==> src/logic/cache_pkg.sv <==
// cache geometry constants, derived field widths and the controller state type
`default_nettype none

package cache_pkg;

    // word address and data widths
    localparam int ADDR_W = 12;
    localparam int DATA_W = 16;
    localparam int BYTES = DATA_W / 8;

    // direct-mapped geometry
    localparam int LINES = 64;
    localparam int LINE_WORDS = 8;

    // address fields, tag | index | offset
    localparam int OFFSET_BITS = $clog2(LINE_WORDS);
    localparam int INDEX_BITS = $clog2(LINES);
    localparam int TAG_BITS = ADDR_W - INDEX_BITS - OFFSET_BITS;
    localparam int LINE_ADDR_W = INDEX_BITS + OFFSET_BITS;

    // backing memory
    localparam int MEM_WORDS = 1 << ADDR_W;
    localparam int MEM_WAIT = 2;
    localparam int MEM_WAIT_W = $clog2(MEM_WAIT + 1);

    typedef enum logic [1:0] {
        IDLE,
        LOOKUP,
        FLUSH,
        FILL
    } ctrl_state_t;

endpackage

`default_nettype wire

==> src/logic/cache_tag_store.sv <==
// per-line tag, valid and dirty storage with a registered lookup port and an update port
`timescale 1ns/1ps
`default_nettype none

module cache_tag_store
    import cache_pkg::*;
(
    input logic clk,
    input logic reset,
    // lookup port
    input logic [INDEX_BITS-1:0] lookup_index,
    output logic [TAG_BITS-1:0] tag,
    output logic valid,
    output logic dirty,
    // update port
    input logic [INDEX_BITS-1:0] upd_index,
    input logic [TAG_BITS-1:0] upd_tag,
    input logic tag_we,
    input logic valid_we,
    input logic valid_val,
    input logic dirty_we,
    input logic dirty_val
);

    logic [TAG_BITS-1:0] tag_arr [LINES];
    logic dirty_arr [LINES];
    // flop vector so the whole array clears in one reset
    logic [LINES-1:0] valid_arr;

    // tag and dirty arrays, read is registered
    always_ff @(posedge clk) begin
        tag <= tag_arr[lookup_index];
        dirty <= dirty_arr[lookup_index];
        if (tag_we) begin
            tag_arr[upd_index] <= upd_tag;
        end
        if (dirty_we) begin
            dirty_arr[upd_index] <= dirty_val;
        end
    end

    // valid bits, cleared so no line hits after reset
    always_ff @(posedge clk or posedge reset) begin
        if (reset) begin
            valid_arr <= '0;
            valid <= 1'b0;
        end else begin
            // old value is returned when reading the line being updated
            valid <= valid_arr[lookup_index];
            if (valid_we) begin
                valid_arr[upd_index] <= valid_val;
            end
        end
    end

endmodule

`default_nettype wire

==> config.mk <==
export PLATFORM = sky130hd
export DESIGN_NAME = cache_tag_store
export DESIGN_NICKNAME = d
export VERILOG_FILES = /design/src/logic/cache_pkg.sv /design/src/logic/cache_tag_store.sv
export SDC_FILE = /design/constraint.sdc
export NUM_CORES = 1
export LEC_CHECK = 0
export CAP_MARGIN = 15
export CORE_MARGIN = 2
export CORE_UTILIZATION = 39
export DETAILED_ROUTE_END_ITERATION = 8
export DONT_BUFFER_PORTS = 1
export GPL_TIMING_DRIVEN = 0
export PLACE_DENSITY = 0.5
export SLEW_MARGIN = 20
export SYNTH_ARGS = -nofsm -noshare
export SYNTH_HDL_FRONTEND = slang
export SYNTH_SLANG_ARGS = --single-unit
==> constraint.sdc <==
create_clock -name clk -period 3 [get_ports clk]
set_input_delay 0.15 -clock clk [delete_from_list [all_inputs] [get_ports clk]]
set_output_delay 0.15 -clock clk [all_outputs]
set_load 0.02 [all_outputs]
Word-level counts from Yosys, hierarchy flattened
Memories as Yosys holds them, arrays and structs flattened. A register that Yosys moved wholly into a read port is not among the register bits.
Cells that the tools add are included.
Cells by class
  $lt $le $gt $ge: 3
  reduce and logical (&&, ||, !) cells: 1
  muxes and demuxes: 9
Operators with widths (count)
  $bwmux 64: 1
  $lt 6x7->1 const B: 2
  $bmux 1 s6: 1
  $demux 1 s6: 1
  $ge 6x1->1 const B: 1
  $mux 1: 6
  $logic_and 1x1->1: 1
Word-level totals
  word-level logic and storage cells: 17
  register bits after elaboration: 65
  memory bits (writable): 256
  memories kept: 2
  output and inout port bits: 5
Memory list
  tag_arr: words 64, bits a word 3, rd ports 1, clocked after Yosys merged registers in 1, write ports 1, RTL line cache_tag_store.sv:25  | logic [TAG_BITS-1:0] tag_arr [LINES];
  dirty_arr: words 64, bits a word 1, rd ports 1, clocked after Yosys merged registers in 1, write ports 1, RTL line cache_tag_store.sv:26  | logic dirty_arr [LINES];

Logic depth before layout (Yosys ltp)
Gate-level depths: netlist of run 1.
  word-level depth: 5
  gate-level depth with buffers: 9
  depth with buffers taken out: 5

Worst setup path after synthesis of run 1
OpenSTA, ideal clock, no wires.
  kind: input -> register
  start point: input port upd_index[5]
  end point: memory tag_arr[16][0] (netlist bit), enable pin
  path slack: 1.190 ns
  path buffers: 4
  required time: 2.681 ns
  setup time: 0.319 ns
  stages on the path: 6
  arrival: 1.491 ns
  cell sequence: clkbuf_1 > or3b_2 > clkbuf_1 > clkbuf_1 > clkbuf_1 > nor2_1
RTL lines
  from (decl): RTL line cache_tag_store.sv:16  | input logic [INDEX_BITS-1:0] upd_index,
  to (decl): RTL line cache_tag_store.sv:25
No word-level cell before the write port.

==> run_results.csv, run 1 <==
group,metric,value,unit
worst_hold_path,hold_depth,1,
critical_path,critPathCaptureType,"flop",
global_route,track_usage,20.5,%
drt,first_pass_iters,7,
drt,vias,7972,
clock_tree,cts-root-buf,"clkbuf_16",
worst_hold_path,hp-class,"in2reg",
critical_path,crit_type,"reg2reg",
status,status,"finished, final reports clean",
critical_path,reg2reg_to,"tag[2]",
drt,drc_errors,0,
finish,syn2layout_area_growth,13.2,%
sta,holdWs,3.58,ps
clock_tree,clkSlewWorstSetupHoldPaths,60,ps
finish,final_cells,1435,
global_route,antenna_found_initial,0,
finish,multi_input_area,4240,um^2
flow_run,cap_viol_max_count,0,
synth,synth-warning-count,0,
critical_path,regToRegSetupSlack,1030,ps
synth,ys_ff_latch,325,
clock_tree,numCtsBuffers,36,
critical_path,cp-endpoint,"tag[2]",
sta,drv_slew,0,
finish,diodes,0,
power,power-per-cell-area,634,nW/um^2
floorplanning,rows,69,
floorplanning,die_h,193,um
synth,seq_area_frac_synth,67.2,%
synth,synth.most_common_cell,"edfxtp_1",
sta,fmaxAchievable,507,MHz
clock_tree,cts_setup_buffers,0,
global_route,grt_max_degree,65,
power,irDropWorstVdd,0.501,mV
drt,routedWlPerCell,26.4,um
drt,routed.top_layer,"met4",
drt,drtIter0Drc,783,
drt,dr_wl_met2,17500,um
drt,met1_length,17000,um
drt,ant_nets,0,
sta,tightest_slew,976,ps
synth,synthTopCellsByCount,"256 x edfxtp_1, 198 x nor2_1, 73 x mux4_2",
synth,yosys-top-cells-area,"edfxtp_1 55%, mux4_2 12%, dfrtp_1 12%",
sta,max_slew_margin,34.9,%
clock_tree,cts_sinks,325,
synth,async_flop_share,20.0,%
sta,setup_viol,0,
drt,wl_met3,2310,um
place,place_inst,1364,
critical_path,rr_worst_depth,5,
drt,drt-total-wl,37900,um
global_route,grt_overflow,0,
global_route,grt_pass1_vias,8043,
finish,regArea,9390,um^2
global_route,grt_pass1_wl,55900,um
clock_tree,clk_path_buf_depth,3,
place,place.gp.congestion,0.856,
sta,fin_tns_setup,0,ps
sta,min_period,1970,ps
place,port_buffers,0,
clock_tree,cts_tree,"built",
floorplanning,die_x,193,um
synth,synth_nets,924,
sta,hold_violations,0,
finish,post-route-util,44.7,%
critical_path,cp_max_fo,1,
synth,synthFlopType,"edfxtp_1",
synth,avgSynthCellArea,15.5,um^2
synth,synth_area_leader_cell,"edfxtp_1",
finish,nFillCells,3245,
power,leakagePower,5.32,nW
synth,synth_cells,902,
finish,layout-drive-gt1-share,23.1,%
synth,synth_edf_count,256,
sta,fin_skew,10.7,ps
finish,nNetsFinal,971,
floorplanning,start_util,39.5,%
floorplanning,die_area,37400,um^2
critical_path,crit_arrival,2360,ps
drt,viasPerCell,5.56,
critical_path,start_kind,"flop",
critical_path,crit_start,"tag_arr[2][2]",
critical_path,r2r-start,"tag_arr[2][2]",
synth,synth_top_area_share,55.0,%
synth,synth.distinct_cells,43,
floorplanning,io_pins,27,
synth,syn-cell-area,14000,um^2
clock_tree,clock_latency,530,ps
sta,finalCritPeriodShare,65.8,%
critical_path,critPathRequiredTime,3380,ps
floorplanning,core_region_area,35400,um^2
sta,rsz0062_at_grt,"false",
clock_tree,htree_num_levels,2,
place,dp_hpwl,25400,um
worst max-delay path: stages, from the launching register on:
cell	delay, ps
edfxtp_1	370
mux4_2	530
nor2b_1	160
a2111oi_1	360
a21oi_1	90
a22o_1	330
power by group:
group          switching [mW]  internal, mW  total [mW]
registers              0.0772          5.01        5.09
clock network            1.75          2.41        4.16
logic                   0.452         0.327       0.779
through the flow:
stage	setup WS [ps]	power, mW	area [um^2]
floorplan	1190	5.65	14000
global placement	226	5.89	14600
detailed placement	457	5.90	14600
CTS	1010	10.1	15800
global route	886	10.4	15800
finish	1030	10.0	15800
how the worst min path moves through the flow:
| stage | from | to | slack (ps) |
|---|---|---|---|
| floorplan | dirty_val | dirty_arr[0] | 250 |
| global placement | dirty_val | dirty_arr[28] | 250 |
| detailed placement | reset | valid_arr[30] | -20 |
| CTS | upd_tag[1] | tag_arr[48][1] | 2 |
| global route | upd_tag[0] | tag_arr[49][0] | 3 |
| finish | upd_tag[0] | tag_arr[51][0] | 4 |
placed cells by master (no fill, tap or decap), drive strengths merged, types with 2 or more instances in the layout:
master and instances:
clkinv 7, nand2 39, dfrtp 65, o22ai 7
a2111oi 3, o31ai 3, and3b 2, nor3 10
dfxtp 4, mux4 73, o21ai 4, nor3b 3
nand3 24, inv 3, dlygate4sd3 4, a22oi 12
edfxtp 256, clkbuf 94, or2 5, mux2i 23
nor2b 8, nor2 198, mux2 68, nand3b 7
buf 30, nand2b 3, or3b 5, a41oi 3
and2 2
area by class of cell:
type	instances	share of cell area, %
Clock inverter	7	0.206
Inverter	3	0.0870
Timing Repair Buffer	9	1.08
Sequential cell	325	59.4
Multi-Input combinational cell	511	26.8
Clock buffer	56	6.68
Buffer	63	2.10
Tap cell	461	3.65
registers in the layout, indices dropped and copies added, names as in the netlist:
register / cells
tag: 3
valid: 1
dirty_arr: 64
tag_arr: 192
valid_arr: 64
dirty: 1
cell families after synthesis:
group / synth area share (%)
buffers and inverters: 2.45
multiplexers: 18.9
AO/OA/AOI/OAI: 1.80
AND/OR/NAND/NOR: 9.67
flip-flops: 67.2
repair_timing:
action | in CTS | in global routing
endpoints found under the hold margin | 322 | 0
hold buffers | 8 | 0
resized for setup | 0 | 0
routing by layer:
layer	up-vias	track usage (%)
met5	-	0
met4	0	6.53
met3	70	3.96
met2	242	31.9
met1	4162	29.3
li1	3498	-
No activity file was read; power rests on OpenSTA's default activity.
==> inputs of run 2 (changes only) <==
--- a/config.mk
+++ b/config.mk
@@ -11,7 +11,7 @@
 export DETAILED_ROUTE_END_ITERATION = 8
 export DONT_BUFFER_PORTS = 1
 export GPL_TIMING_DRIVEN = 0
-export PLACE_DENSITY = 0.5
+export PLACE_DENSITY = 0.52
 export SLEW_MARGIN = 20
 export SYNTH_ARGS = -nofsm -noshare
 export SYNTH_HDL_FRONTEND = slang
==> constraint.sdc (replaced) <==
create_clock -name clk -period 1.6 [get_ports clk]
set_input_delay 0.08 -clock clk [delete_from_list [all_inputs] [get_ports clk]]
set_output_delay 0.08 -clock clk [all_outputs]
set_load 0.02 [all_outputs]
==> run_results.csv, run 2 (synthesis results as in run 1) <==
group,metric,value,unit
critical_path,r2r-start,"tag_arr[41][2]",
clock_tree,htree_num_levels,2,
critical_path,reg2reg_to,"tag[2]",
power,power_frac_comb,8.0,%
critical_path,crit_arrival,2200,ps
critical_path,cp_slowest_cell,"mux4_2",
clock_tree,clk_path_buf_depth,3,
floorplanning,die_x,193,um
power,leakagePower,5.43,nW
power,irDropWorstVdd,0.771,mV
critical_path,crit_chain,"mux4_2 > mux2i_4 > mux2i_1 > mux2_4 > a22o_1",
sta,rsz0062_at_grt,"true",
clock_tree,cts_setup_buffers,0,
sta,setup_viol,5,
floorplanning,die_area,37400,um^2
place,place_inst,1365,
drt,viasPerCell,5.60,
finish,max_flop_register,"tag_arr",
critical_path,critPathRequiredTime,1990,ps
finish,nNetsFinal,975,
finish,layout_commonest_cell,"edfxtp_1",
critical_path,regToRegSetupSlack,-210,ps
drt,drc_errors,0,
critical_path,cp.depth,5,
clock_tree,clock_latency,520,ps
drt,routedWlPerCell,26.9,um
critical_path,start_kind,"flop",
clock_tree,cts_sinks,325,
sta,fmaxAchievable,551,MHz
place,dpl_worst_slack,-902,ps
critical_path,rr_worst_depth,5,
sta,finalCritPeriodShare,113,%
drt,vias,8041,
global_route,grt_overflow,0,
critical_path,crit_family,"multiplexers",
place,place.gp.congestion,0.797,
finish,mostFrequentLayoutCells,"256 x edfxtp_1, 183 x nor2_1, 73 x mux4_2",
global_route,grt_max_degree,65,
critical_path,crit_start,"tag_arr[41][2]",
power,p_switching,4.31,mW
floorplanning,die_h,193,um
clock_tree,cts_tree,"built",
power,pwr-share-clk,42.5,%
sta,fin_tns_setup,-732,ps
place,port_buffers,0,
sta,max_slew_margin,43.7,%
finish,layout-drive-gt1-share,27.8,%
status,status,"complete, but fails checks",
sta,fin_ws,-214,ps
critical_path,cp-endpoint,"tag[2]",
floorplanning,core_region_area,35400,um^2
global_route,grt_pass1_vias,8232,
clock_tree,cts-root-buf,"clkbuf_16",
sta,min_period,1810,ps
drt,drtIter0Drc,757,
sta,fin_skew,18.6,ps
drt,drt-total-wl,38600,um
status,violations,"negative setup slack",
finish,reg_top3,"tag_arr x192, dirty_arr x64, valid_arr x64",
power,power-per-cell-area,1190,nW/um^2
clock_tree,numCtsBuffers,35,
finish,syn2layout_area_growth,15.6,%
finish,final_cells,1436,
power,p_int,15.0,mW
floorplanning,rows,69,
global_route,grt_pass1_wl,57300,um
global_route,track_usage,21.0,%
drt,ant_nets,0,
sta,drv_slew,0,
critical_path,crit_type,"reg2reg",
flow_run,cap_viol_max_count,0,
sta,hold_violations,0,
place,dp_hpwl,26000,um
floorplanning,start_util,39.5,%
global_route,antenna_found_initial,0,
critical_path,critical-path-max-stage-delay,490,ps
worst_hold_path,hp-class,"in2async",
critical_path,cp_max_fo,1,
critical_path,critical_path_buf_inv_count,0,
floorplanning,io_pins,27,
critical_path,critPathCaptureType,"flop",
clock_tree,clkSlewWorstSetupHoldPaths,60,ps
sta,tightest_slew,845,ps
power,switching_share,22.4,%
finish,diodes,0,
power,seq_power_share,49.5,%
finish,nFillCells,3131,
drt,first_pass_iters,5,
finish,largest_reg_flops,192,
run 2: changes by cell type in the layout (fill, tap and decap cells not counted), sizes merged:
| cell | before | now |
|---|---|---|
| bufinv | 0 | 4 |
| clkbuf | 94 | 80 |
| clkinv | 7 | 14 |
| clkinvlp | 0 | 1 |
| dlygate4sd3 | 4 | 8 |
| inv | 3 | 2 |
run 2: routing by layer:
layer	share of wire (%)	routed length [um]	global-route usage, %	up-vias
met3	5.4	2090	3.38	56
met2	47	18100	32.5	224
met4	2.3	900	5.97	0
met1	45	17500	30.7	4255
met5	0	0	0	-
li1	-	-	-	3506
run 2: worst reg2reg max path, delay by kind of cell (launching register included):
kind / cells / cell delay (ps)
muxes: 4 / 1100
DFF: 1 / 380
AOI/OAI and AO/OA: 1 / 220
run 2: how the worst min path moves through the flow:
stage                  from              to  slack [ps]  cells after the start
2_1_floorplan     dirty_val    dirty_arr[0]         180                      0
6_report              reset   valid_arr[54]          60                      2
5_1_grt               reset   valid_arr[61]          70                      2
4_1_cts        upd_index[3]   valid_arr[46]          40                      3
3_3_place_gp     upd_tag[2]  tag_arr[42][2]         190                      0
3_5_place_dp          reset   valid_arr[61]         -20                      1
run 2: final cells by class:
cell class | count | area [um^2] | area share (%)
Buffer | 63 | 385 | 2.39
Clock buffer | 41 | 961 | 5.95
Clock inverter | 18 | 181 | 1.12
Inverter | 3 | 15.0 | 0.0929
Multi-Input combinational cell | 511 | 4400 | 27.3
Sequential cell | 325 | 9390 | 58.1
Tap cell | 461 | 577 | 3.57
Timing Repair Buffer | 14 | 238 | 1.47
run 2: power groups by stage:
stage | Combinational [mW] | Clock, mW | Sequential [mW]
6_report | 1.55 | 8.18 | 9.55
5_1_grt | 1.66 | 8.68 | 9.57
4_1_cts | 1.55 | 8.32 | 9.55
3_5_place_dp | 1.38 | 0 | 9.72
3_3_place_gp | 1.35 | 0 | 9.72
2_1_floorplan | 0.939 | 0 | 9.67
run 2: through the flow:
step                utilization, %  cell area [um^2]  hold slack [ps]  power, mW
global placement              41.5             14700              186       11.1
floorplan                        -             14100              179       10.6
CTS                           45.5             16100             39.7       19.4
global route                  45.6             16200             73.6       19.9
detailed placement            41.6             14700            -18.6       11.1
finish                        45.6             16200             59.5       19.3
run 2: what timing repair did:
action	CTS	global route
pin swaps	3	2
resized for setup	17	15
hold buffers	12	0
endpoints found under the hold margin	326	0
setup endpoints to repair	43	74
