--- config.mk ---
export PLATFORM = sky130hd
export DESIGN_NAME = cache_ctrl_flat
export DESIGN_NICKNAME = d
export VERILOG_FILES = /design/src/logic/cache_pkg.sv /design/src/logic/mem_bus_if.sv /design/src/logic/cache_ctrl.sv /design/src/flat_wrapper.sv
export SDC_FILE = /design/constraint.sdc
export NUM_CORES = 1
export LEC_CHECK = 0
export ABC_CLOCK_PERIOD_IN_PS = 5400
export BUFFER_PORTS_ARGS = -buffer_cell sky130_fd_sc_hd__buf_2
export CAP_MARGIN = 20
export CORE_MARGIN = 10
export CORE_UTILIZATION = 32
export CTS_BUF_LIST = sky130_fd_sc_hd__clkbuf_4 sky130_fd_sc_hd__clkbuf_8 sky130_fd_sc_hd__clkbuf_16
export CTS_CLUSTER_SIZE = 24
export DETAILED_ROUTE_END_ITERATION = 10
export HOLD_SLACK_MARGIN = 0.15
export PLACE_DENSITY = 0.67
export SYNTH_ARGS = -nofsm -noshare
export SYNTH_HDL_FRONTEND = slang
export SYNTH_SLANG_ARGS = --single-unit
export TNS_END_PERCENT = 30
--- constraint.sdc ---
create_clock -name clk -period 5.4 [get_ports clk]
set_input_delay 0.81 -clock clk [delete_from_list [all_inputs] [get_ports clk]]
set_output_delay 0.81 -clock clk [all_outputs]
set_load 0.005 [all_outputs]
--- src/logic/cache_pkg.sv ---
// cache geometry constants, derived field widths and the controller state type
`default_nettype none

package cache_pkg;

    // word address and data widths
    localparam int ADDR_W = 12;
    localparam int DATA_W = 16;
    localparam int BYTES = DATA_W / 8;

    // direct-mapped geometry
    localparam int LINES = 64;
    localparam int LINE_WORDS = 8;

    // address fields, tag | index | offset
    localparam int OFFSET_BITS = $clog2(LINE_WORDS);
    localparam int INDEX_BITS = $clog2(LINES);
    localparam int TAG_BITS = ADDR_W - INDEX_BITS - OFFSET_BITS;
    localparam int LINE_ADDR_W = INDEX_BITS + OFFSET_BITS;

    // backing memory
    localparam int MEM_WORDS = 1 << ADDR_W;
    localparam int MEM_WAIT = 2;
    localparam int MEM_WAIT_W = $clog2(MEM_WAIT + 1);

    typedef enum logic [1:0] {
        IDLE,
        LOOKUP,
        FLUSH,
        FILL
    } ctrl_state_t;

endpackage

`default_nettype wire

--- src/logic/mem_bus_if.sv ---
// word-wide backend bus between the cache controller and the SRAM port
`timescale 1ns/1ps
`default_nettype none

interface mem_bus_if
    import cache_pkg::*;
(
    input logic clk
);

    // master side, access is a level held until ack
    logic [ADDR_W-1:0] addr;
    logic [DATA_W-1:0] wdata;
    logic access;
    logic wr_en;
    logic [BYTES-1:0] bytesel;

    // slave side, ack is a single-cycle pulse
    logic [DATA_W-1:0] rdata;
    logic ack;

    modport master (
        input clk,
        output addr, wdata, access, wr_en, bytesel,
        input rdata, ack
    );

    modport slave (
        input clk,
        input addr, wdata, access, wr_en, bytesel,
        output rdata, ack
    );

endinterface

`default_nettype wire

--- src/logic/cache_ctrl.sv ---
// cache controller: hit/miss decision, flush and fill sequencing, bypass routing
`timescale 1ns/1ps
`default_nettype none

module cache_ctrl
    import cache_pkg::*;
(
    input logic clk,
    input logic reset,
    input logic enabled,
    // frontend
    input logic [ADDR_W-1:0] c_addr,
    input logic [DATA_W-1:0] c_wdata,
    output logic [DATA_W-1:0] c_rdata,
    input logic c_access,
    output logic c_ack,
    input logic c_wr_en,
    input logic [BYTES-1:0] c_bytesel,
    // tag store
    input logic [TAG_BITS-1:0] tag,
    input logic valid,
    input logic dirty,
    output logic [INDEX_BITS-1:0] lookup_index,
    output logic [INDEX_BITS-1:0] upd_index,
    output logic [TAG_BITS-1:0] upd_tag,
    output logic tag_we,
    output logic valid_we,
    output logic valid_val,
    output logic dirty_we,
    output logic dirty_val,
    // line store
    input logic [DATA_W-1:0] a_rdata,
    input logic [DATA_W-1:0] b_rdata,
    output logic [LINE_ADDR_W-1:0] a_addr,
    output logic a_we,
    output logic [BYTES-1:0] a_be,
    output logic [LINE_ADDR_W-1:0] b_addr,
    output logic b_we,
    // backend
    mem_bus_if.master mem
);

    ctrl_state_t state;
    logic [ADDR_W-1:0] req_addr;
    logic req_we;
    logic [TAG_BITS-1:0] victim_tag;
    logic [OFFSET_BITS-1:0] ptr;
    logic [LINE_WORDS-1:0] arrived;
    logic ack_q;
    logic acked;

    logic [OFFSET_BITS-1:0] req_off;
    logic [INDEX_BITS-1:0] req_index;
    logic [TAG_BITS-1:0] req_tag;
    logic hit;
    logic last_word;
    logic early_ack;
    logic [OFFSET_BITS-1:0] b_ptr;

    assign req_off = req_addr[OFFSET_BITS-1:0];
    assign req_index = req_addr[OFFSET_BITS +: INDEX_BITS];
    assign req_tag = req_addr[ADDR_W-1 -: TAG_BITS];

    // a completed fill counts as a hit while the tag store catches up
    assign hit = (valid && tag == req_tag) || (&arrived);
    assign last_word = mem.ack && (&ptr);
    // read may finish once its word sits in the line
    assign early_ack = (state == FILL) && !req_we && !acked && arrived[req_off];

    // lookups use the live address until the request is latched
    assign lookup_index = (state == IDLE) ? c_addr[OFFSET_BITS +: INDEX_BITS] : req_index;
    assign a_addr = (state == IDLE) ? c_addr[LINE_ADDR_W-1:0] : req_addr[LINE_ADDR_W-1:0];
    assign a_we = (state == LOOKUP) && hit && req_we;
    assign a_be = c_bytesel;

    // prefetch the next flush word in the ack cycle
    assign b_ptr = (state == FLUSH && mem.ack) ? ptr + 1'b1 : ptr;
    assign b_addr = {req_index, b_ptr};
    assign b_we = (state == FILL) && mem.ack;

    // tag store updates always target the requested line
    assign upd_index = req_index;
    assign upd_tag = req_tag;
    assign tag_we = ((state == LOOKUP) && !hit && !(valid && dirty)) ||
                    ((state == FLUSH) && last_word);
    assign valid_we = ((state == LOOKUP) && !hit) || ((state == FILL) && last_word);
    assign valid_val = (state == FILL);
    // write hit sets dirty, any miss clears it
    assign dirty_we = (state == LOOKUP) && (!hit || req_we);
    assign dirty_val = hit;

    // frontend sees the cache or the raw bus
    assign c_rdata = enabled ? a_rdata : mem.rdata;
    assign c_ack = enabled ? ack_q : mem.ack;

    // backend is owned by the sequencer when enabled
    assign mem.access = enabled ? (state == FLUSH || state == FILL) : c_access;
    assign mem.wr_en = enabled ? (state == FLUSH) : c_wr_en;
    assign mem.bytesel = enabled ? {BYTES{1'b1}} : c_bytesel;
    assign mem.wdata = enabled ? b_rdata : c_wdata;
    assign mem.addr = enabled ?
                      {(state == FLUSH) ? victim_tag : req_tag, req_index, ptr} : c_addr;

    // request and victim capture
    always_ff @(posedge clk) begin
        if (state == IDLE) begin
            req_addr <= c_addr;
            req_we <= c_wr_en;
        end
        if (state == LOOKUP) begin
            victim_tag <= tag;
        end
    end

    always_ff @(posedge clk or posedge reset) begin
        if (reset) begin
            state <= IDLE;
            ptr <= '0;
            arrived <= '0;
            ack_q <= 1'b0;
            acked <= 1'b0;
        end else begin
            ack_q <= 1'b0;
            // word pointer wraps back to zero after eight transfers
            if ((state == FLUSH || state == FILL) && mem.ack) begin
                ptr <= ptr + 1'b1;
            end
            case (state)
                IDLE: begin
                    // ack_q guard stops the held request being taken twice
                    if (enabled && c_access && !ack_q) begin
                        state <= LOOKUP;
                        arrived <= '0;
                        acked <= 1'b0;
                    end
                end
                LOOKUP: begin
                    if (hit) begin
                        ack_q <= 1'b1;
                        state <= IDLE;
                    end else if (valid && dirty) begin
                        state <= FLUSH;
                    end else begin
                        state <= FILL;
                    end
                end
                FLUSH: begin
                    if (last_word) begin
                        state <= FILL;
                    end
                end
                FILL: begin
                    if (mem.ack) begin
                        arrived[ptr] <= 1'b1;
                    end
                    if (early_ack) begin
                        ack_q <= 1'b1;
                        acked <= 1'b1;
                    end
                    // writes and late reads finish through LOOKUP
                    if (last_word) begin
                        state <= (acked || early_ack) ? IDLE : LOOKUP;
                    end
                end
                default: state <= IDLE;
            endcase
        end
    end

endmodule

`default_nettype wire

--- src/flat_wrapper.sv ---
// flat-port wrapper written by rule: the top's interface ports become plain ports
module cache_ctrl_flat import cache_pkg::*;
  (clk, reset, enabled, c_addr, c_wdata, c_rdata, c_access, c_ack, c_wr_en, c_bytesel, tag, valid, dirty, lookup_index, upd_index, upd_tag, tag_we, valid_we, valid_val, dirty_we, dirty_val, a_rdata, b_rdata, a_addr, a_we, a_be, b_addr, b_we, mem_addr, mem_wdata, mem_access, mem_wr_en, mem_bytesel, mem_rdata, mem_ack);
  mem_bus_if mem_i (.clk(clk));
  input logic clk;
  input logic reset;
  input logic enabled;
  input logic [ADDR_W-1:0] c_addr;
  input logic [DATA_W-1:0] c_wdata;
  output logic [DATA_W-1:0] c_rdata;
  input logic c_access;
  output logic c_ack;
  input logic c_wr_en;
  input logic [BYTES-1:0] c_bytesel;
  input logic [TAG_BITS-1:0] tag;
  input logic valid;
  input logic dirty;
  output logic [INDEX_BITS-1:0] lookup_index;
  output logic [INDEX_BITS-1:0] upd_index;
  output logic [TAG_BITS-1:0] upd_tag;
  output logic tag_we;
  output logic valid_we;
  output logic valid_val;
  output logic dirty_we;
  output logic dirty_val;
  input logic [DATA_W-1:0] a_rdata;
  input logic [DATA_W-1:0] b_rdata;
  output logic [LINE_ADDR_W-1:0] a_addr;
  output logic a_we;
  output logic [BYTES-1:0] a_be;
  output logic [LINE_ADDR_W-1:0] b_addr;
  output logic b_we;
  output wire logic [$bits(mem_i.addr)-1:0] mem_addr;
  output wire logic [$bits(mem_i.wdata)-1:0] mem_wdata;
  output wire logic [$bits(mem_i.access)-1:0] mem_access;
  output wire logic [$bits(mem_i.wr_en)-1:0] mem_wr_en;
  output wire logic [$bits(mem_i.bytesel)-1:0] mem_bytesel;
  input wire logic [$bits(mem_i.rdata)-1:0] mem_rdata;
  input wire logic [$bits(mem_i.ack)-1:0] mem_ack;
  assign mem_addr = mem_i.addr;
  assign mem_wdata = mem_i.wdata;
  assign mem_access = mem_i.access;
  assign mem_wr_en = mem_i.wr_en;
  assign mem_bytesel = mem_i.bytesel;
  assign mem_i.rdata = mem_rdata;
  assign mem_i.ack = mem_ack;
  cache_ctrl u_core (.clk(clk), .reset(reset), .enabled(enabled), .c_addr(c_addr), .c_wdata(c_wdata), .c_rdata(c_rdata), .c_access(c_access), .c_ack(c_ack), .c_wr_en(c_wr_en), .c_bytesel(c_bytesel), .tag(tag), .valid(valid), .dirty(dirty), .lookup_index(lookup_index), .upd_index(upd_index), .upd_tag(upd_tag), .tag_we(tag_we), .valid_we(valid_we), .valid_val(valid_val), .dirty_we(dirty_we), .dirty_val(dirty_val), .a_rdata(a_rdata), .b_rdata(b_rdata), .a_addr(a_addr), .a_we(a_we), .a_be(a_be), .b_addr(b_addr), .b_we(b_we), .mem(mem_i));
endmodule
* After elaboration in Yosys (flattened, before gate mapping) *
Cells that the tools add are included.

cells by class
  $mul = 0
  order comparisons = 3
  shifts and indexed selects = 0
  $add $sub $neg = 1
  multiplexer cells = 31
  equal/unequal tests = 9
  bitwise gates (word level) = 1
  divide/modulo/power cells = 0
  reduce and logical (&&, ||, !) cells = 37

operators by type and width
  cell                   number
  $mux W16               2
  $logic_and A1 B1 Y1    19
  $mux W8                2
  $pmux W8 S2            1
  $mux W12               1
  $reduce_and A3 Y1      4
  $mux W1                11
  $mux W2                5
  $mux W9                1
  $lt A3 B4 Y1 const B   2
  $ne A2 B1 Y1 const B   4
  $or A8 B8 Y8           1
  $pmux W2 S4            1
  $reduce_and A8 Y1      1
  $logic_or A1 B1 Y1     6
  $mux W3                2
  $mux W6                1
  $logic_not A1 Y1       5
  $eq A2 B2 Y1 const B   2
  $pmux W1 S2            2
  $add A3 B1 Y3 const B  1
  $bmux W1 S3            1
  $demux W1 S3           1
  $eq A3 B3 Y1           1
  5 further kinds        5

storage, ports and cells
  word-level logic and storage cells = 90
  output and inout port bits = 91
  input bits = 89
  memories kept = 0
  bits in writable memories = 0
  bits in read-only memories = 0
  bits in registers = 31
  latch bits = 0

* Longest topological paths before layout *
Gate-level depths: netlist (run 1).

  depth in word-level cells = 8
  mapped depth = 7
  mapped depth without buffers = 6

* Worst setup path after synthesis (run 1) *
Ideal clock, no wire load.

  kind = reg-to-output
  from = register u_core.state[0]
  to = output lookup_index[0]
  slack = 2.689 ns
  data arrival time = 1.901 ns
  cell stages (with the launch flop) = 6
  cells stage by stage = dfrtp_1 -> inv_1 -> ha_1 -> buf_1 -> mux2_2 -> buf_4

on the way
  longest elaborated chain between the ends = 2

RTL lines
  what                    line                text
  from (decl)             cache_ctrl.sv:43    ctrl_state_t state;
  from (signal assigned)  cache_ctrl.sv:162   state <= (acked || early_ack) ? IDLE : LOOKUP;
  $logic_not A2 Y1        cache_ctrl.sv:71    assign lookup_index = (state == IDLE) ? c_addr[OFFSET_BITS +: INDEX_BITS] : req_index;
  $mux W6                 cache_ctrl.sv:71
  to (decl)               flat_wrapper.sv:18  output logic [INDEX_BITS-1:0] lookup_index;

Every way passes these cells.

* Worst setup path in the final report (run 1) *
  from = register u_core.state[0]
  to = output lookup_index[5]

The elaborated chain is that of the path after synthesis.

==> reports/results.tsv, run 1 <==
metric	value	unit
CTS tree	done	
Synth Flop Type	edfxtp_1	
total power divided by cell area	424.1	nW/um2
largest net degree at the start of global routing	55	
Total Wirelength	7.859	mm
Root Driver	clkbuf_8	
status	complete, no violations	
# diodes	0	
Mapped Area	2325	um2
CTS buffer count	5	
count of final setup violators	0	
initial antenna violation count	0	
vias in the first global route	2287	
Fin Clk Skew	0.008996	ns
worst hold path type	flop to flop	
Worst-path clk slew	0.07	ns
Hold Violations, Final	0	
Unique masters post-synth	40	
Worst-Skew Late Latency	0.29	ns
share of layout cells above drive strength 1	68.21	%
layout net count	462	
Final GP Congestion	0.8235	
die height	105.2	um
Peak VDD IR	152.4	uV
Worst EP arrival	2.27	ns
# DRC	0	
worst hold margin	0.5302	ns
Critical Path End Type	output port	
CP required	4.59	ns
MaxCap Viol Count	0	
Slew HR	51.28	%
fmax	324.9	MHz
PostCTS Resize Cnt	0	
Max FO, Critical Path	16	
# IOs	180	
most common cell after layout, fill and taps aside	buf_2	
EDFF count, synth	16	
postcts setup bufs	0	
Longest Clk Path Bufs	2	
Slew Viols, Final	0	
Die Area	11070	um2
sequential share of the synthesized area	36.81	%
first-pass GRT wire length	12.30	mm
most frequent cells in the layout	179 x buf_2, 56 x mux2_2, 18 x nor2_1	
Sink Count	31	
yosys warns	0	
P_leak	0.001605	uW
Area Growth Syn to Fin	40.58	%
Initial Utilization	32.40	%
PortBufs	179	
Hold Buf Count CTS	0	
Row Count	31	
first drt pass iteration count	4	
Final Cycle Share	57.00	%
htree depth	2	
Filler cells	704	
grt ovf	0	
1st-iter DRT viols	125	
GRT Total Usage	13.44	%
Critical Setup Path Class	flop to output port	
Core ar.	7176	um2
Post-DRT Antenna Nets	0	
Place WS	2.343	ns
setup ws final	2.322	ns
drt wl/cell	16.83	um
Tightest Pin Transition	0.7308	ns
vias per cell	4.563	
Die Width	105.2	um
RSZ-0062 raised after global routing	no	
Async SR Flop Fraction	48.39	%
Tmin final	3.078	ns
Syn Area/Cell	10.91	um2
Mapped Cells	213	
setup TNS	0	ns
hpwl dp	6.492	mm
Via Count	2131	
#FFs+latches synth	31	
Startpoint Class	flop	
Synthesized Nets	308	
worst max-delay path, stage by stage, from the launching register on:
cell and delay [ns]:
dfrtp_1 0.44, inv_1 0.10, ha_1 0.63, buf_4 0.32
mux2_2 0.36, buf_2 0.13
final timing paths:
kind                            cells past startpoint                 to              start  slack (ns)
worst max-delay path                                5    lookup_index[5]    u_core.state[0]        2.32
worst min-delay path                                2  u_core.arrived[7]  u_core.arrived[7]        0.53
worst max register to register                      6  u_core.arrived[3]    u_core.state[0]        3.22
worst min register to register                      2  u_core.arrived[7]  u_core.arrived[7]        0.53
max in group asynchronous                           2      u_core.ptr[1]              reset        4.43
min in group asynchronous                           2       u_core.acked              reset        0.58
cells in the mapped netlist, types with 2 or more instances:
master	number	area share, %
a211oi_1	2	0.65
a21oi_1	10	2.2
a31oi_1	4	1.1
and2_1	2	0.54
buf_1	2	0.32
buf_2	6	1.3
buf_4	23	7.4
clkbuf_1	3	0.48
dfrtp_1	15	16
edfxtp_1	16	21
ha_1	6	3.2
inv_1	6	0.97
mux2_2	56	27
mux2i_1	5	2.2
nand2_1	4	0.65
nand3_1	2	0.43
nand4_1	2	0.54
nor2_1	18	2.9
nor3b_1	2	0.65
o21ai_0	4	0.86
or2_2	2	0.54
xnor2_1	5	1.9
registers in the layout (all words and copies together) (netlist names), named ones only:
name	cells
u_core.ack_q	1
u_core.req_we	1
u_core.ptr	3
u_core.state	1
u_core.victim_tag	3
u_core.arrived	8
u_core.req_addr	12
u_core.acked	1
per-layer routing:
layer | vias to the layer above | global-route usage, % | part of all wire, %
li1 | 1057 | - | -
met5 | - | 0 | 0
met1 | 996 | 14.36 | 37
met3 | 9 | 3.715 | 6.0
met4 | 0 | 5.196 | 1.3
met2 | 69 | 24.49 | 56
stage by stage:
| stage | util (%) | instances | cell area [um2] | total power (uW) |
|---|---|---|---|---|
| floorplan | - | 213 | 2325 | 920.4 |
| global placement | 43.63 | 458 | 3131 | 1138 |
| detailed placement | 43.63 | 458 | 3131 | 1160 |
| CTS | 45.27 | 466 | 3248 | 1408 |
| global route | 45.54 | 467 | 3268 | 1501 |
| finish | 45.54 | 467 | 3268 | 1386 |
final cells by class:
class / instances / area, um2 / area share [%]
repair buffers: 181 / 923.4 / 28.25
multi-input cells: 142 / 1225 / 37.48
well taps: 99 / 123.9 / 3.790
clock buffers: 6 / 82.58 / 2.527
clock inverters: 2 / 35.03 / 1.072
inverters: 6 / 22.52 / 0.6891
flip-flops and latches: 31 / 855.8 / 26.19
cell families after synthesis:
kind of cell    count (synthesis)  synth area share, %
flops                          31                36.81
compound gates                 30                8.666
xor+xnor                        5                1.884
buf+inv                        40                10.50
simple gates                   39                8.665
fa+ha+maj                       6                3.229
mux                            62                30.25
report_power, final:
| group | switching, uW | internal (uW) | leakage (uW) |
|---|---|---|---|
| Clock | 89.0 | 149 | 0.0000612 |
| Sequential | 92.9 | 354 | 0.000349 |
| Combinational | 351 | 350 | 0.00119 |
| Total | 533 | 853 | 0.00160 |
Note: power is estimated with default switching activity, not from simulation.
==> run 2: changes to the inputs <==
--- a/config.mk
+++ b/config.mk
@@ -5,7 +5,8 @@
 export SDC_FILE = /design/constraint.sdc
 export NUM_CORES = 1
 export LEC_CHECK = 0
-export ABC_CLOCK_PERIOD_IN_PS = 5400
+export ABC_AREA = 1
+export ABC_CLOCK_PERIOD_IN_PS = 2800
 export BUFFER_PORTS_ARGS = -buffer_cell sky130_fd_sc_hd__buf_2
 export CAP_MARGIN = 20
 export CORE_MARGIN = 10
@@ -14,7 +15,7 @@
 export CTS_CLUSTER_SIZE = 24
 export DETAILED_ROUTE_END_ITERATION = 10
 export HOLD_SLACK_MARGIN = 0.15
-export PLACE_DENSITY = 0.67
+export PLACE_DENSITY = 0.69
 export SYNTH_ARGS = -nofsm -noshare
 export SYNTH_HDL_FRONTEND = slang
 export SYNTH_SLANG_ARGS = --single-unit
==> constraint.sdc (replaced) <==
create_clock -name clk -period 2.8 [get_ports clk]
set_input_delay 0.42 -clock clk [delete_from_list [all_inputs] [get_ports clk]]
set_output_delay 0.42 -clock clk [all_outputs]
set_load 0.005 [all_outputs]
==> run 2 against run 1 <==
Global-route usage grew 1.3 points. Via count increased by 28%. Non-clock buffer count rose by 1. Highest routed layer unchanged. Combinational power grew 94%.
==> reports/results.tsv, run 2 <==
metric	value	unit	change
top cell type's share of synthesized area	25.59	%	-1.5 points
post-synth top area cell	nand2_1		
Mapped Cells	362		+70%
grt ovf	0		unchanged
layout net count	611		+32%
Async SR Flop Fraction	48.39	%	unchanged
MaxCap Viol Count	0		unchanged
status	complete, no violations		
# DRC	0		unchanged
total power divided by cell area	774.0	nW/um2	+83%
Startpoint Class	flop		
Worst-Skew Late Latency	0.28	ns	about the same
EDFF count, synth	16		unchanged
Unique masters post-synth	24		-40%
Net Sw Frac	43.75	%	+5.3 points
Comb pwr share	52.9	%	+2.3 points
Int Power	1449	uW	+70%
share of layout cells above drive strength 1	38.30	%	-30 points
vias in the first global route	2839		+24%
Via Count	2726		+28%
Synthesized Nets	457		+48%
Final Cycle Share	78.40	%	
Slew Viols, Final	0		unchanged
Initial Utilization	32.97	%	+0.57 points
Area Growth Syn to Fin	39.14	%	
htree depth	2		unchanged
#FFs+latches synth	31		unchanged
Die Area	11330	um2	+2.3%
# diodes	0		unchanged
CTS tree	done		
count leader, synth	nand2_1		
die height	106.4	um	+1.1%
Root Driver	clkbuf_8		
fmax	455.6	MHz	
Place WS	0.9045	ns	-1.439 ns
count of final setup violators	0		unchanged
Hold Violations, Final	0		unchanged
# IOs	180		unchanged
Syn Area/Cell	6.605	um2	-39%
top flop regs	u_core.req_addr x12, u_core.arrived x8		
Worst EP arrival	1.78	ns	-0.49 ns
Core ar.	7253	um2	+1.1%
CTS buffer count	5		unchanged
Critical Path End Type	output port		
Sequential Power Share	31.4	%	-0.8 points
Peak VDD IR	284.2	uV	+87%
Die Width	106.4	um	+1.1%
first-pass GRT wire length	13.76	mm	+12%
Critical Setup Path Class	flop to output port		
postcts setup bufs	0		unchanged
PostCTS Resize Cnt	0		unchanged
first drt pass iteration count	5		+1
initial antenna violation count	0		unchanged
Area contributors post-synth	nand2_1 26%, edfxtp_1 20%, dfrtp_1 16%		
Post-DRT Antenna Nets	0		unchanged
GRT Total Usage	14.71	%	+1.3 points
Reg with most FFs	u_core.req_addr		
Sink Count	31		unchanged
RSZ-0062 raised after global routing	no		
drt wl/cell	14.23	um	-15%
Filler cells	778		+11%
commonest cells in the netlist	163 x nand2_1, 36 x inv_1, 33 x o21ai_0		
most frequent cells in the layout	179 x buf_2, 163 x nand2_1, 36 x inv_1		
CP required	2.38	ns	-2.21 ns
Tmin final	2.195	ns	
Fin Clk Skew	0.005056	ns	-0.003939 ns
Total Wirelength	8.764	mm	+12%
hpwl dp	7.392	mm	+14%
Synth Flop Type	edfxtp_1		
R2R Setup Slk	1.06	ns	-2.16 ns
Max FO, Critical Path	31		+15
Slew HR	60.00	%	+8.7 points
worst hold path type	input port to asynchronous set/reset pin		
Final GP Congestion	0.8425		+2.3%
P_leak	0.001926	uW	+20%
Longest Clk Path Bufs	2		unchanged
Largest register FFs	12		unchanged
largest net degree at the start of global routing	42		-24%
Row Count	31		unchanged
setup TNS	0	ns	unchanged
PortBufs	179		unchanged
sequential share of the synthesized area	35.79	%	-1.0 points
setup ws final	0.6049	ns	-1.717 ns
vias per cell	4.425		-3.0%
clock share of power	15.7	%	-1.5 points
yosys warns	0		unchanged
1st-iter DRT viols	128		+2.4%
Tightest Pin Transition	0.5994	ns	-0.1314 ns
most common cell after layout, fill and taps aside	buf_2		
Hold Buf Count CTS	0		unchanged
Sw Pwr	1127	uW	+110%
Worst-path clk slew	0.07	ns	about the same
Mapped Area	2391	um2	+2.9%
==> run 2: metal layers <==
layer / GRT usage (%) / part of all wire, % / vias up
li1: - / - / 1412
met1: 15.05 / 38 / 1153
met2: 26.15 / 48 / 151
met3: 6.824 / 13 / 10
met4: 4.545 / 1.3 / 0
met5: 0 / 0 / -
==> run 2: kinds of logic after synthesis <==
group | after synthesis | synth area share (%)
XOR/XNOR | 2 | 0.7327
buffers and inverters | 73 | 15.28
AND/OR/NAND/NOR | 203 | 34.43
adder cells (fa/ha/maj) | 6 | 3.140
flip-flops | 31 | 35.79
AO/OA/AOI/OAI | 47 | 10.62
==> run 2: metrics by stage <==
| stage | power (uW) | util, % | hold WS (ns) | area, um2 | instances |
|---|---|---|---|---|---|
| final | 2575 | 45.87 | 0.1899 | 3327 | 616 |
| after global routing | 2829 | 45.87 | 0.2382 | 3327 | 616 |
| after CTS | 2612 | 45.87 | 0.1979 | 3327 | 616 |
| after detailed placement | 2199 | 44.44 | 0.5105 | 3223 | 608 |
| after global placement | 2170 | 44.44 | 0.4986 | 3223 | 608 |
| after floorplan | 1728 | - | 0.3215 | 2391 | 362 |
==> run 2: area by class of cell <==
class                           count  area (um2)  area share, %
Multi-Input combinational cell    258        1170          35.16
Timing Repair Buffer              182       930.9          27.98
Sequential cell                    31       855.8          25.72
Inverter                           38       142.6          4.287
Tap cell                           99       123.9          3.723
Clock buffer                        8       103.9          3.121
==> run 2: critical path: stages, from the launching register on <==
cell and delay [ns]:
dfrtp_1 0.42, inv_1 0.09, ha_1 0.24, buf_4 0.26, o21ai_0 0.31, buf_2 0.18
==> run 2: final timing paths <==
| kind | to | cells past startpoint | from |
|---|---|---|---|
| min reg2reg | u_core.arrived[3] | 2 | u_core.arrived[3] |
| min | asynchronous set/reset pin | 2 | reset |
| max in group asynchronous | u_core.acked | 2 | reset |
| max reg2reg | u_core.arrived[6] | 7 | u_core.state[0] |
| max | a_addr[6] | 5 | u_core.state[0] |
| min in group clk | u_core.req_addr[11] | 1 | c_addr[11] |
==> run 2: power by group through the flow <==
stage / registers, uW / logic [uW] / clock network (uW)
2_1_floorplan: 777 / 951 / 0
3_5_place_dp: 816 / 1380 / 0
3_3_place_gp: 809 / 1360 / 0
6_report: 808 / 1360 / 406
5_1_grt: 835 / 1560 / 438
4_1_cts: 808 / 1380 / 419
